### config.mk
export PLATFORM = sky130hd
export DESIGN_NAME = dram_ctrl_top
export DESIGN_NICKNAME = d
export VERILOG_FILES = /design/src/logic/dram_pkg.sv /design/src/logic/dram_ifs.sv /design/src/logic/init_sequencer.sv /design/src/logic/timing_control.sv /design/src/logic/row_policy.sv /design/src/logic/command_fsm.sv /design/src/logic/dram_ctrl_top.sv
export SDC_FILE = /design/constraint.sdc
export NUM_CORES = 1
export LEC_CHECK = 0
export BUFFER_PORTS_ARGS = -buffer_cell sky130_fd_sc_hd__buf_2
export CAP_MARGIN = 25
export CORE_MARGIN = 4
export CORE_UTILIZATION = 50
export DETAILED_ROUTE_END_ITERATION = 12
export PLACE_DENSITY = 0.68
export SLEW_MARGIN = 10
export SYNTH_ARGS = -nofsm -noshare
export SYNTH_HDL_FRONTEND = slang
export SYNTH_HIERARCHICAL = 1
export SYNTH_SLANG_ARGS = --single-unit
### constraint.sdc
create_clock -name CLK -period 4.2 [get_ports CLK]
set_clock_uncertainty 0.2 [all_clocks]
set_input_delay 0.84 -clock CLK [delete_from_list [all_inputs] [get_ports CLK]]
set_output_delay 0.84 -clock CLK [all_outputs]
set_load 0.02 [all_outputs]
### src/logic/dram_pkg.sv
package dram_pkg;

    // row address width for the single bank
    localparam int ROW_W = 12;

    // width of every wait and interval counter
    localparam int CNT_W = 8;

    // power-up wait before the first command
    localparam logic [CNT_W-1:0] T_INIT = CNT_W'(20);

    // wait state lengths, in cycles
    localparam logic [CNT_W-1:0] T_ACT  = CNT_W'(3);
    localparam logic [CNT_W-1:0] T_RD   = CNT_W'(4);
    localparam logic [CNT_W-1:0] T_WR   = CNT_W'(4);
    localparam logic [CNT_W-1:0] T_PRE  = CNT_W'(3);
    localparam logic [CNT_W-1:0] T_REF  = CNT_W'(8);

    // cycles between refresh commands
    localparam logic [CNT_W-1:0] T_REFI = CNT_W'(200);

    // issue states last one cycle, each is followed by its timed wait state
    typedef enum logic [3:0] {
        POWER_UP    = 4'd0,
        IDLE        = 4'd1,
        REFRESH     = 4'd2,
        REFRESHING  = 4'd3,
        ACTIVATE    = 4'd4,
        ACTIVATING  = 4'd5,
        READ        = 4'd6,
        READING     = 4'd7,
        WRITE       = 4'd8,
        WRITING     = 4'd9,
        PRECHARGE   = 4'd10,
        PRECHARGING = 4'd11
    } cmd_state_t;

    // class of the pending request against the open row
    typedef enum logic [1:0] {
        ROW_IDLE     = 2'b00,
        ROW_HIT      = 2'b01,
        ROW_MISS     = 2'b10,
        ROW_CONFLICT = 2'b11
    } row_stat_t;

endpackage

### src/logic/dram_ifs.sv
`timescale 1ns/1ps

// host request, command state and power-up handshake
interface command_fsm_if import dram_pkg::*; ();
    cmd_state_t       cmd_state;
    logic             init_req;
    logic             init_done;
    logic             wen;
    logic             ren;
    logic [ROW_W-1:0] row_addr;
    logic             ram_wait;

    modport cmd_fsm (
        output cmd_state,
        output init_req,
        output ram_wait,
        input  init_done,
        input  wen,
        input  ren
    );

    modport init (
        input  init_req,
        output init_done
    );

    modport row (
        input  cmd_state,
        input  wen,
        input  ren,
        input  row_addr
    );

    modport timer (
        input  cmd_state
    );
endinterface

// open-row status and the close pulse from the FSM
interface row_open_if import dram_pkg::*; ();
    row_stat_t row_stat;
    logic      row_resolve;

    modport cmd_fsm (
        input  row_stat,
        output row_resolve
    );

    modport policy (
        output row_stat,
        input  row_resolve
    );
endinterface

// wait completion strobes and the refresh request
interface timing_signals_if ();
    logic rf_req;
    logic tACT_done;
    logic tRD_done;
    logic tWR_done;
    logic tPRE_done;
    logic tREF_done;

    modport cmd_fsm (
        input  rf_req,
        input  tACT_done,
        input  tRD_done,
        input  tWR_done,
        input  tPRE_done,
        input  tREF_done
    );

    modport timer (
        output rf_req,
        output tACT_done,
        output tRD_done,
        output tWR_done,
        output tPRE_done,
        output tREF_done
    );
endinterface

### src/logic/init_sequencer.sv
`timescale 1ns/1ps

module init_sequencer import dram_pkg::*; (
    input logic          CLK,
    input logic          nRST,
    command_fsm_if.init  mycmd
);
    logic [CNT_W-1:0] init_cnt;
    logic             init_last;

    assign init_last = (init_cnt == T_INIT - 1'b1);

    // counts power-up cycles while the FSM asks for initialisation
    // init_done is sticky, so it stays set once IDLE is reached
    always_ff @(posedge CLK, negedge nRST) begin
        if (!nRST) begin
            init_cnt        <= '0;
            mycmd.init_done <= 1'b0;
        end else if (mycmd.init_req && !mycmd.init_done) begin
            init_cnt <= init_cnt + 1'b1;
            if (init_last) begin
                mycmd.init_done <= 1'b1;
            end
        end
    end

endmodule

### src/logic/timing_control.sv
`timescale 1ns/1ps

module timing_control import dram_pkg::*; (
    input logic             CLK,
    input logic             nRST,
    timing_signals_if.timer timif,
    command_fsm_if.timer    mycmd
);
    logic [CNT_W-1:0] wait_cnt;
    logic [CNT_W-1:0] refi_cnt;
    logic             wait_last;
    logic             refi_expired;

    assign wait_last    = (wait_cnt == '0);
    assign refi_expired = (refi_cnt == T_REFI - 1'b1);

    // one counter serves every wait state
    // the issue cycle loads it, so the wait state sees length-1 down to zero
    always_ff @(posedge CLK, negedge nRST) begin
        if (!nRST) begin
            wait_cnt <= '0;
        end else begin
            case (mycmd.cmd_state)
                ACTIVATE:  wait_cnt <= T_ACT - 1'b1;
                READ:      wait_cnt <= T_RD - 1'b1;
                WRITE:     wait_cnt <= T_WR - 1'b1;
                PRECHARGE: wait_cnt <= T_PRE - 1'b1;
                REFRESH:   wait_cnt <= T_REF - 1'b1;
                default: begin
                    if (!wait_last) begin
                        wait_cnt <= wait_cnt - 1'b1;
                    end
                end
            endcase
        end
    end

    // done strobes mark the last cycle of the matching wait state
    assign timif.tACT_done = wait_last && (mycmd.cmd_state == ACTIVATING);
    assign timif.tRD_done  = wait_last && (mycmd.cmd_state == READING);
    assign timif.tWR_done  = wait_last && (mycmd.cmd_state == WRITING);
    assign timif.tPRE_done = wait_last && (mycmd.cmd_state == PRECHARGING);
    assign timif.tREF_done = wait_last && (mycmd.cmd_state == REFRESHING);

    // refresh interval timer, restarted when REFRESH is issued
    always_ff @(posedge CLK, negedge nRST) begin
        if (!nRST) begin
            refi_cnt     <= '0;
            timif.rf_req <= 1'b0;
        end else if (mycmd.cmd_state == REFRESH) begin
            refi_cnt     <= '0;
            timif.rf_req <= 1'b0;
        end else if (refi_expired) begin
            // hold the request until the FSM gets to REFRESH
            timif.rf_req <= 1'b1;
        end else begin
            refi_cnt <= refi_cnt + 1'b1;
        end
    end

endmodule

### src/logic/row_policy.sv
`timescale 1ns/1ps

module row_policy import dram_pkg::*; (
    input logic         CLK,
    input logic         nRST,
    row_open_if.policy  polif,
    command_fsm_if.row  mycmd
);
    logic [ROW_W-1:0] open_row;
    logic             row_valid;
    logic             req_present;
    logic             row_match;

    assign req_present = mycmd.wen || mycmd.ren;
    assign row_match   = (open_row == mycmd.row_addr);

    // open row address, only meaningful while row_valid is set
    always_ff @(posedge CLK) begin
        if (mycmd.cmd_state == ACTIVATE) begin
            open_row <= mycmd.row_addr;
        end
    end

    always_ff @(posedge CLK, negedge nRST) begin
        if (!nRST) begin
            row_valid <= 1'b0;
        end else if (mycmd.cmd_state == ACTIVATE) begin
            row_valid <= 1'b1;
        end else if (polif.row_resolve || (mycmd.cmd_state == REFRESH)) begin
            // IDLE may go to REFRESH with a row still open and refresh closes it
            row_valid <= 1'b0;
        end
    end

    always_comb begin
        if (!req_present) begin
            polif.row_stat = ROW_IDLE;
        end else if (!row_valid) begin
            polif.row_stat = ROW_MISS;
        end else if (row_match) begin
            polif.row_stat = ROW_HIT;
        end else begin
            polif.row_stat = ROW_CONFLICT;
        end
    end

endmodule

### src/logic/command_fsm.sv
`timescale 1ns/1ps

module command_fsm import dram_pkg::*; (
    input logic            CLK,
    input logic            nRST,
    command_fsm_if.cmd_fsm mycmd,
    row_open_if.cmd_fsm    polif,
    timing_signals_if.cmd_fsm timif
);
    cmd_state_t next_state;
    logic       next_ram_wait;
    logic       host_req;
    cmd_state_t hit_cmd;

    // the finished request is still on the bus while ram_wait is low
    assign host_req = (mycmd.wen || mycmd.ren) && mycmd.ram_wait;

    // an open row on the right address goes straight to the access
    assign hit_cmd = mycmd.wen ? WRITE : READ;

    always_ff @(posedge CLK, negedge nRST) begin
        if (!nRST) begin
            mycmd.cmd_state <= POWER_UP;
            mycmd.ram_wait  <= 1'b1;
        end else begin
            mycmd.cmd_state <= next_state;
            mycmd.ram_wait  <= next_ram_wait;
        end
    end

    always_comb begin
        next_state        = mycmd.cmd_state;
        next_ram_wait     = 1'b1;
        polif.row_resolve = 1'b0;
        mycmd.init_req    = 1'b0;

        case (mycmd.cmd_state)
            POWER_UP: begin
                mycmd.init_req = 1'b1;
                if (mycmd.init_done) begin
                    next_state = IDLE;
                end
            end

            IDLE: begin
                // refresh wins over any host request
                if (timif.rf_req) begin
                    next_state = REFRESH;
                end else if (host_req) begin
                    case (polif.row_stat)
                        ROW_HIT:      next_state = hit_cmd;
                        ROW_MISS:     next_state = ACTIVATE;
                        ROW_CONFLICT: next_state = PRECHARGE;
                        default:      next_state = IDLE;
                    endcase
                end
            end

            REFRESH: begin
                next_state = REFRESHING;
            end

            REFRESHING: begin
                if (timif.tREF_done) begin
                    next_state = IDLE;
                end
            end

            ACTIVATE: begin
                next_state = ACTIVATING;
            end

            ACTIVATING: begin
                if (timif.tACT_done) begin
                    next_state = timif.rf_req ? PRECHARGE : hit_cmd;
                end
            end

            READ: begin
                next_state = timif.rf_req ? PRECHARGE : READING;
            end

            WRITE: begin
                next_state = timif.rf_req ? PRECHARGE : WRITING;
            end

            READING: begin
                if (timif.tRD_done) begin
                    next_ram_wait = 1'b0;
                    next_state    = timif.rf_req ? PRECHARGE : IDLE;
                end
            end

            WRITING: begin
                if (timif.tWR_done) begin
                    next_ram_wait = 1'b0;
                    next_state    = timif.rf_req ? PRECHARGE : IDLE;
                end
            end

            PRECHARGE: begin
                next_state = PRECHARGING;
            end

            PRECHARGING: begin
                // row is closed once the precharge wait is over
                if (timif.tPRE_done) begin
                    polif.row_resolve = 1'b1;
                    next_state        = timif.rf_req ? REFRESH : IDLE;
                end
            end

            default: begin
                next_state = IDLE;
            end
        endcase
    end

endmodule

### src/logic/dram_ctrl_top.sv
`timescale 1ns/1ps

module dram_ctrl_top import dram_pkg::*; (
    input  logic             CLK,
    input  logic             nRST,
    input  logic             wen,
    input  logic             ren,
    input  logic [ROW_W-1:0] row_addr,
    output logic             ram_wait,
    output cmd_state_t       cmd_state
);
    command_fsm_if    cmd_if ();
    row_open_if       pol_if ();
    timing_signals_if tim_if ();

    // host request enters the shared command bundle
    assign cmd_if.wen      = wen;
    assign cmd_if.ren      = ren;
    assign cmd_if.row_addr = row_addr;

    assign ram_wait  = cmd_if.ram_wait;
    assign cmd_state = cmd_if.cmd_state;

    command_fsm i_command_fsm (
        .CLK   (CLK),
        .nRST  (nRST),
        .mycmd (cmd_if.cmd_fsm),
        .polif (pol_if.cmd_fsm),
        .timif (tim_if.cmd_fsm)
    );

    row_policy i_row_policy (
        .CLK   (CLK),
        .nRST  (nRST),
        .polif (pol_if.policy),
        .mycmd (cmd_if.row)
    );

    timing_control i_timing_control (
        .CLK   (CLK),
        .nRST  (nRST),
        .timif (tim_if.timer),
        .mycmd (cmd_if.timer)
    );

    init_sequencer i_init_sequencer (
        .CLK   (CLK),
        .nRST  (nRST),
        .mycmd (cmd_if.init)
    );

endmodule

# Word level (Yosys, flattened, before mapping)
# Cells that the tools add are included.
# word_totals
in_bits,16
register_bits,44
output_inout_bits,5
elab_cells,89
# op_classes
mux,33
n_reduce_logical,18
eq_ne,26
addsub,3
# op_table
cell,count
4-bit 2-to-1 mux,12
4-bit case mux with 12 select lines,1
8-bit 2-to-1 mux,3
8-bit case mux with 3 select lines,1
"8-bit by 1-bit adder with 8-bit output, second input constant",2
"4-bit by 3-bit == test with 1-bit output, second input constant",4
"4-bit == test, second input constant",4
12-bit == test,1
"2-bit by 1-bit != test with 1-bit output, second input constant",6
4-bit case mux with 3 select lines,1
2-bit 2-to-1 mux,5
1-bit 2-to-1 mux,9
"4-bit by 2-bit == test with 1-bit output, second input constant",2
"8-bit by 5-bit == test with 1-bit output, second input constant",1
"8-bit == test, second input constant",1
8-bit logical NOT,1
"8-bit by 1-bit subtractor with 8-bit output, second input constant",1
1-bit logical AND,7
7-bit AND reduction,1
"2-bit == test, second input constant",2
"4-bit by 1-bit == test with 1-bit output, second input constant",1
4-bit logical NOT,1
"4-bit != test, second input constant",1
2-bit nonzero test,2
other kinds (8),10

# Logic depth before layout (Yosys ltp)
# logic_depth
ltp_word,9
ltp_mapped,10

# Hierarchy
# The synthesis kept the hierarchy.
# by_module_without_submodules
module,area_per_inst_um2,n_inst,cells_each
timing_control,1009.7,1,105
row_policy,563.0,1,38
command_fsm,531.8,1,66
init_sequencer,414.1,1,32

# Worst setup path after synthesis
# OpenSTA, ideal clock, no wires.
# synth_timing
kind,register to register
from,register i_timing_control.wait_cnt[0]
to,register i_command_fsm.mycmd.cmd_state[1]
slack_ns,1.646
t_arrival_ns,2.227
setup_time_ns,0.128
synth_period_minus_slack_ns,2.554
path_stages_with_launch,10
path_buffers,0
cell_sequence,dfrtp_1 -> inv_1 -> ha_1 -> nor3b_2 -> nand2_1 -> nor4_1 -> and3b_1 -> o211ai_2 -> nand4_2 -> mux2_1
# synth_between
elab_chain_cells,4
elab_cells_between_ends,12
classes_between,eq/ne (5); reduce/logical (7)
# synth_rtl
item,line,text
"start, declared",timing_control.sv:9,logic [CNT_W-1:0] wait_cnt;
"start signal, assigned",timing_control.sv:24,ACTIVATE: wait_cnt <= T_ACT - 1'b1;
"start signal, assigned",timing_control.sv:25,READ: wait_cnt <= T_RD - 1'b1;
"start signal, assigned",timing_control.sv:26,WRITE: wait_cnt <= T_WR - 1'b1;
8-bit logical NOT,timing_control.sv:14,assign wait_last = (wait_cnt == '0);
1-bit logical AND,timing_control.sv:43,assign timif.tREF_done = wait_last && (mycmd.cmd_state == REFRESHING);
via tim_if.tREF_done,dram_ifs.sv:62,logic tREF_done;
2-bit by 1-bit != test with 1-bit output (no line),--,
7-bit AND reduction (no line),--,
"end signal, assigned",command_fsm.sv:26,mycmd.cmd_state <= next_state;
"end, declared",dram_ifs.sv:14,"output cmd_state,"
# The timed path passes the listed nets, and every way through them passes these cells.
# A chain may end at the register's enable or synchronous reset.

# Final worst setup path
# Ends and elaborated chain as after synthesis.

==> flow_metrics.py <==
metrics = {
    "finish": {
        "layout.cells.non_filler": 330,
        "antennaDiodeCount": 0,
        "fin_area_um2": 2760,
        "area_growth_pct": 9.74,
        "nets": 282,
        "drive_gt1_share_pct": 16.7,
    },
    "sta": {
        "timing.final.crit_share_pct": 69.1,
        "slew_viol_final": 0,
        "max_freq_mhz": 345,
        "rsz0062_at_grt": "false",
        "final-hold-violation-count": 0,
        "tightest_slew_ns": 0.832,
        "setup_violations": 0,
        "tns_ns": 0,
        "maxSlewHeadroom_pct": 44.5,
        "min_period_ns": 2.90,
    },
    "detailed_routing": {
        "routed_via_density": 5.62,
        "drt-pass1-iter-count": 4,
        "ant_nets": 0,
        "drtIter0Drc": 103,
        "vias": 1856,
        "drc": 0,
        "wl_per_cell_um": 13.8,
        "routed_wl_mm": 4.57,
    },
    "critical_path": {
        "crit_required_ns": 4.18,
        "cp-start-kind": "register",
        "r2r_slack_ns": 1.30,
        "timing.rr.start": "i_timing_control/wait_cnt[0]$_DFFE_PN0P_",
        "reg2reg_depth": 9,
        "cp_cell_sequence": "inv_1 > ha_1 > nor3b_2 > nand2_1 > nor4_1 > and3b_1 > o211ai_2 > nand4_2 > mux2_1",
        "cp_max_fo": 8,
        "cpPeakStageDelay_ns": 0.48,
        "critPathKind": "register to register",
        "cp_top_family": "simple AND/OR/NAND/NOR gates",
        "critPathCaptureType": "register",
        "cp_slowest_cell": "nor3b_2",
        "timing.rr.end": "i_command_fsm/mycmd.cmd_state[1]$_DFFE_PN0P_",
        "worstPathArrival_ns": 2.88,
        "critPathBufInv": 1,
    },
    "min_path": {
        "holdCritPathClass": "register to register",
        "holdPathStages": 1,
        "hp-start": "i_init_sequencer/init_cnt[7]$_DFFE_PN0P_",
        "hold-path-endpoint": "i_init_sequencer/init_cnt[7]$_DFFE_PN0P_",
    },
    "clock_tree": {
        "h-tree-depth": 2,
        "cts.sinks": 44,
        "cts_buffer_depth": 2,
        "clkTransAtPathRegs_ns": 0.08,
        "clock-root-buffer": "clkbuf_8",
        "clk_latency_ns": 0.29,
        "cts-resized-gates": 0,
        "cts_hold_buf": 0,
        "cts_buffers": 5,
        "post_cts_buffers": 0,
        "cts_tree": "yes",
    },
    "placed_design": {
        "port_buffers": 20,
        "dp.cells": 321,
        "gp_congestion": 0.878,
        "place_hpwl_mm": 3.17,
        "placed_area_um2": 2660,
    },
    "synth": {
        "synth_cells": 241,
        "syn_nets": 261,
        "synth_area_per_cell_um2": 10.5,
        "yosysMostFrequentCell": "dfrtp_1",
        "synth_area_leaders": "dfrtp_1, edfxtp_1, xor2_1",
        "synth_edf_count": 12,
        "yosysSeqAreaShare_pct": 46.2,
        "yosys.area.top_type": "dfrtp_1",
        "yosysTopAreaCellShare_pct": 30.8,
        "yosysUniqueCellTypes": 66,
        "synth-seq-cells": 44,
        "yosysWarnings": 6,
        "syn_area_um2": 2520,
        "async_reset_ff_share_pct": 72.7,
        "netlist_top_cells_count": "dfrtp_1, nor2_1, xor2_1",
        "synth_ff_type": "dfrtp_1",
    },
    "flow_run": {
        "maxCapViolCount": 0,
    },
    "die": {
        "die_area_um2": 6240,
        "die_y_um": 79.0,
        "core_area_um2": 4790,
        "start_util_pct": 52.6,
        "io_pins": 21,
        "die_w_um": 79.0,
        "rows": 25,
    },
    "pwr": {
        "total_power_mw": 1.73,
        "powerDensity_nw_per_um2": 627,
        "ir_drop_mv": 0.272,
        "leakagePower_nw": 1.13,
    },
    "grt": {
        "grt_antenna_before_repair": 0,
        "grt_max_degree": 33,
        "grt_overflow": 0,
        "grt_pass1_wl_mm": 8.20,
        "grt_pass1_vias": 1817,
        "track_usage_pct": 16.4,
    },
    "status": {
        "status": "finished, final reports clean",
    },
}
per-stage QoR:
stage	hold slack [ns]	worst slack, ns	utilization, %
floorplan	0.247	1.65	-
CTS	0.294	1.25	57.6
finish	0.290	1.30	57.8
global route	0.327	0.990	57.8
global placement	0.271	1.32	55.7
detailed placement	0.281	1.30	55.7
final cells by class:
class | instances | area, um2
Sequential cell | 44 | 1160
Timing Repair Buffer | 21 | 108
Tap cell | 67 | 83.8
Clock inverter | 2 | 10.0
Multi-Input combinational cell | 180 | 1280
Clock buffer | 6 | 82.6
Inverter | 10 | 37.5
Fill cell | 436 | 2020
power breakdown:
| part | internal, mW | total [mW] | switching (mW) |
|---|---|---|---|
| sequential | 0.557 | 0.777 | 0.219 |
| clock | 0.131 | 0.267 | 0.136 |
| combinational | 0.337 | 0.689 | 0.352 |
per-layer routing:
metal,GRT usage (%),vias to the layer above,wire length (um)
li1,-,922,-
met1,22.3,901,2280
met2,26.2,26,2080
met3,3.51,7,144
met4,5.33,0,66
met5,0,-,0
kinds of logic after synthesis:
logic type / Yosys count / share of synthesized area, %
xor+xnor: 27 / 9.39
compound gates: 48 / 14.2
simple gates: 96 / 23.1
flops: 44 / 46.2
mux: 5 / 2.14
buf+inv: 17 / 3.03
fa+ha+maj: 4 / 1.99
placed cells by master (no fill, tap or decap), types with 2 or more instances in the layout:
cell type,count
buf_2,20
nand4_1,5
nand3b_1,3
o31a_1,2
and3b_1,2
o22ai_1,3
nand3_1,9
nor2b_1,3
xor2_1,15
dfrtp_1,31
nor2_1,21
nand2b_1,6
nor3_2,2
o21ai_0,7
and3_1,2
mux2i_1,2
a211oi_1,3
nor4_1,7
o31ai_1,2
nand2_1,12
o21ai_1,2
o21a_1,2
inv_1,10
clkbuf_8,6
clkinv_2,2
xnor2_1,12
and2_1,2
a21oi_1,10
mux2_1,2
ha_1,4
edfxtp_1,12
or3_1,3
nor3_1,5
sequential cells by signal, summed over array words and instances (netlist names):
signal and cells:
i_init_sequencer/init_cnt 8, i_command_fsm/mycmd.ram_wait 1, i_timing_control/refi_cnt 8, i_row_policy/open_row 12
i_timing_control/timif.rf_req 1, i_timing_control/wait_cnt 8, i_row_policy/row_valid 1, i_init_sequencer/mycmd.init_done 1
i_command_fsm/mycmd.cmd_state 4
worst max-delay path by stage:
stage                                                   from                                      endpoint  depth (start not counted)
floorplan           i_timing_control/wait_cnt[0]$_DFFE_PN0P_  i_command_fsm/mycmd.cmd_state[1]$_DFFE_PN0P_                          9
global placement    i_timing_control/wait_cnt[0]$_DFFE_PN0P_  i_command_fsm/mycmd.cmd_state[1]$_DFFE_PN0P_                          9
detailed placement  i_timing_control/wait_cnt[0]$_DFFE_PN0P_  i_command_fsm/mycmd.cmd_state[1]$_DFFE_PN0P_                          9
CTS                 i_timing_control/wait_cnt[0]$_DFFE_PN0P_  i_command_fsm/mycmd.cmd_state[1]$_DFFE_PN0P_                          9
global route        i_timing_control/wait_cnt[0]$_DFFE_PN0P_  i_command_fsm/mycmd.cmd_state[1]$_DFFE_PN0P_                          9
finish              i_timing_control/wait_cnt[0]$_DFFE_PN0P_  i_command_fsm/mycmd.cmd_state[1]$_DFFE_PN0P_                          9
Note: power is estimated with default switching activity, not from simulation.
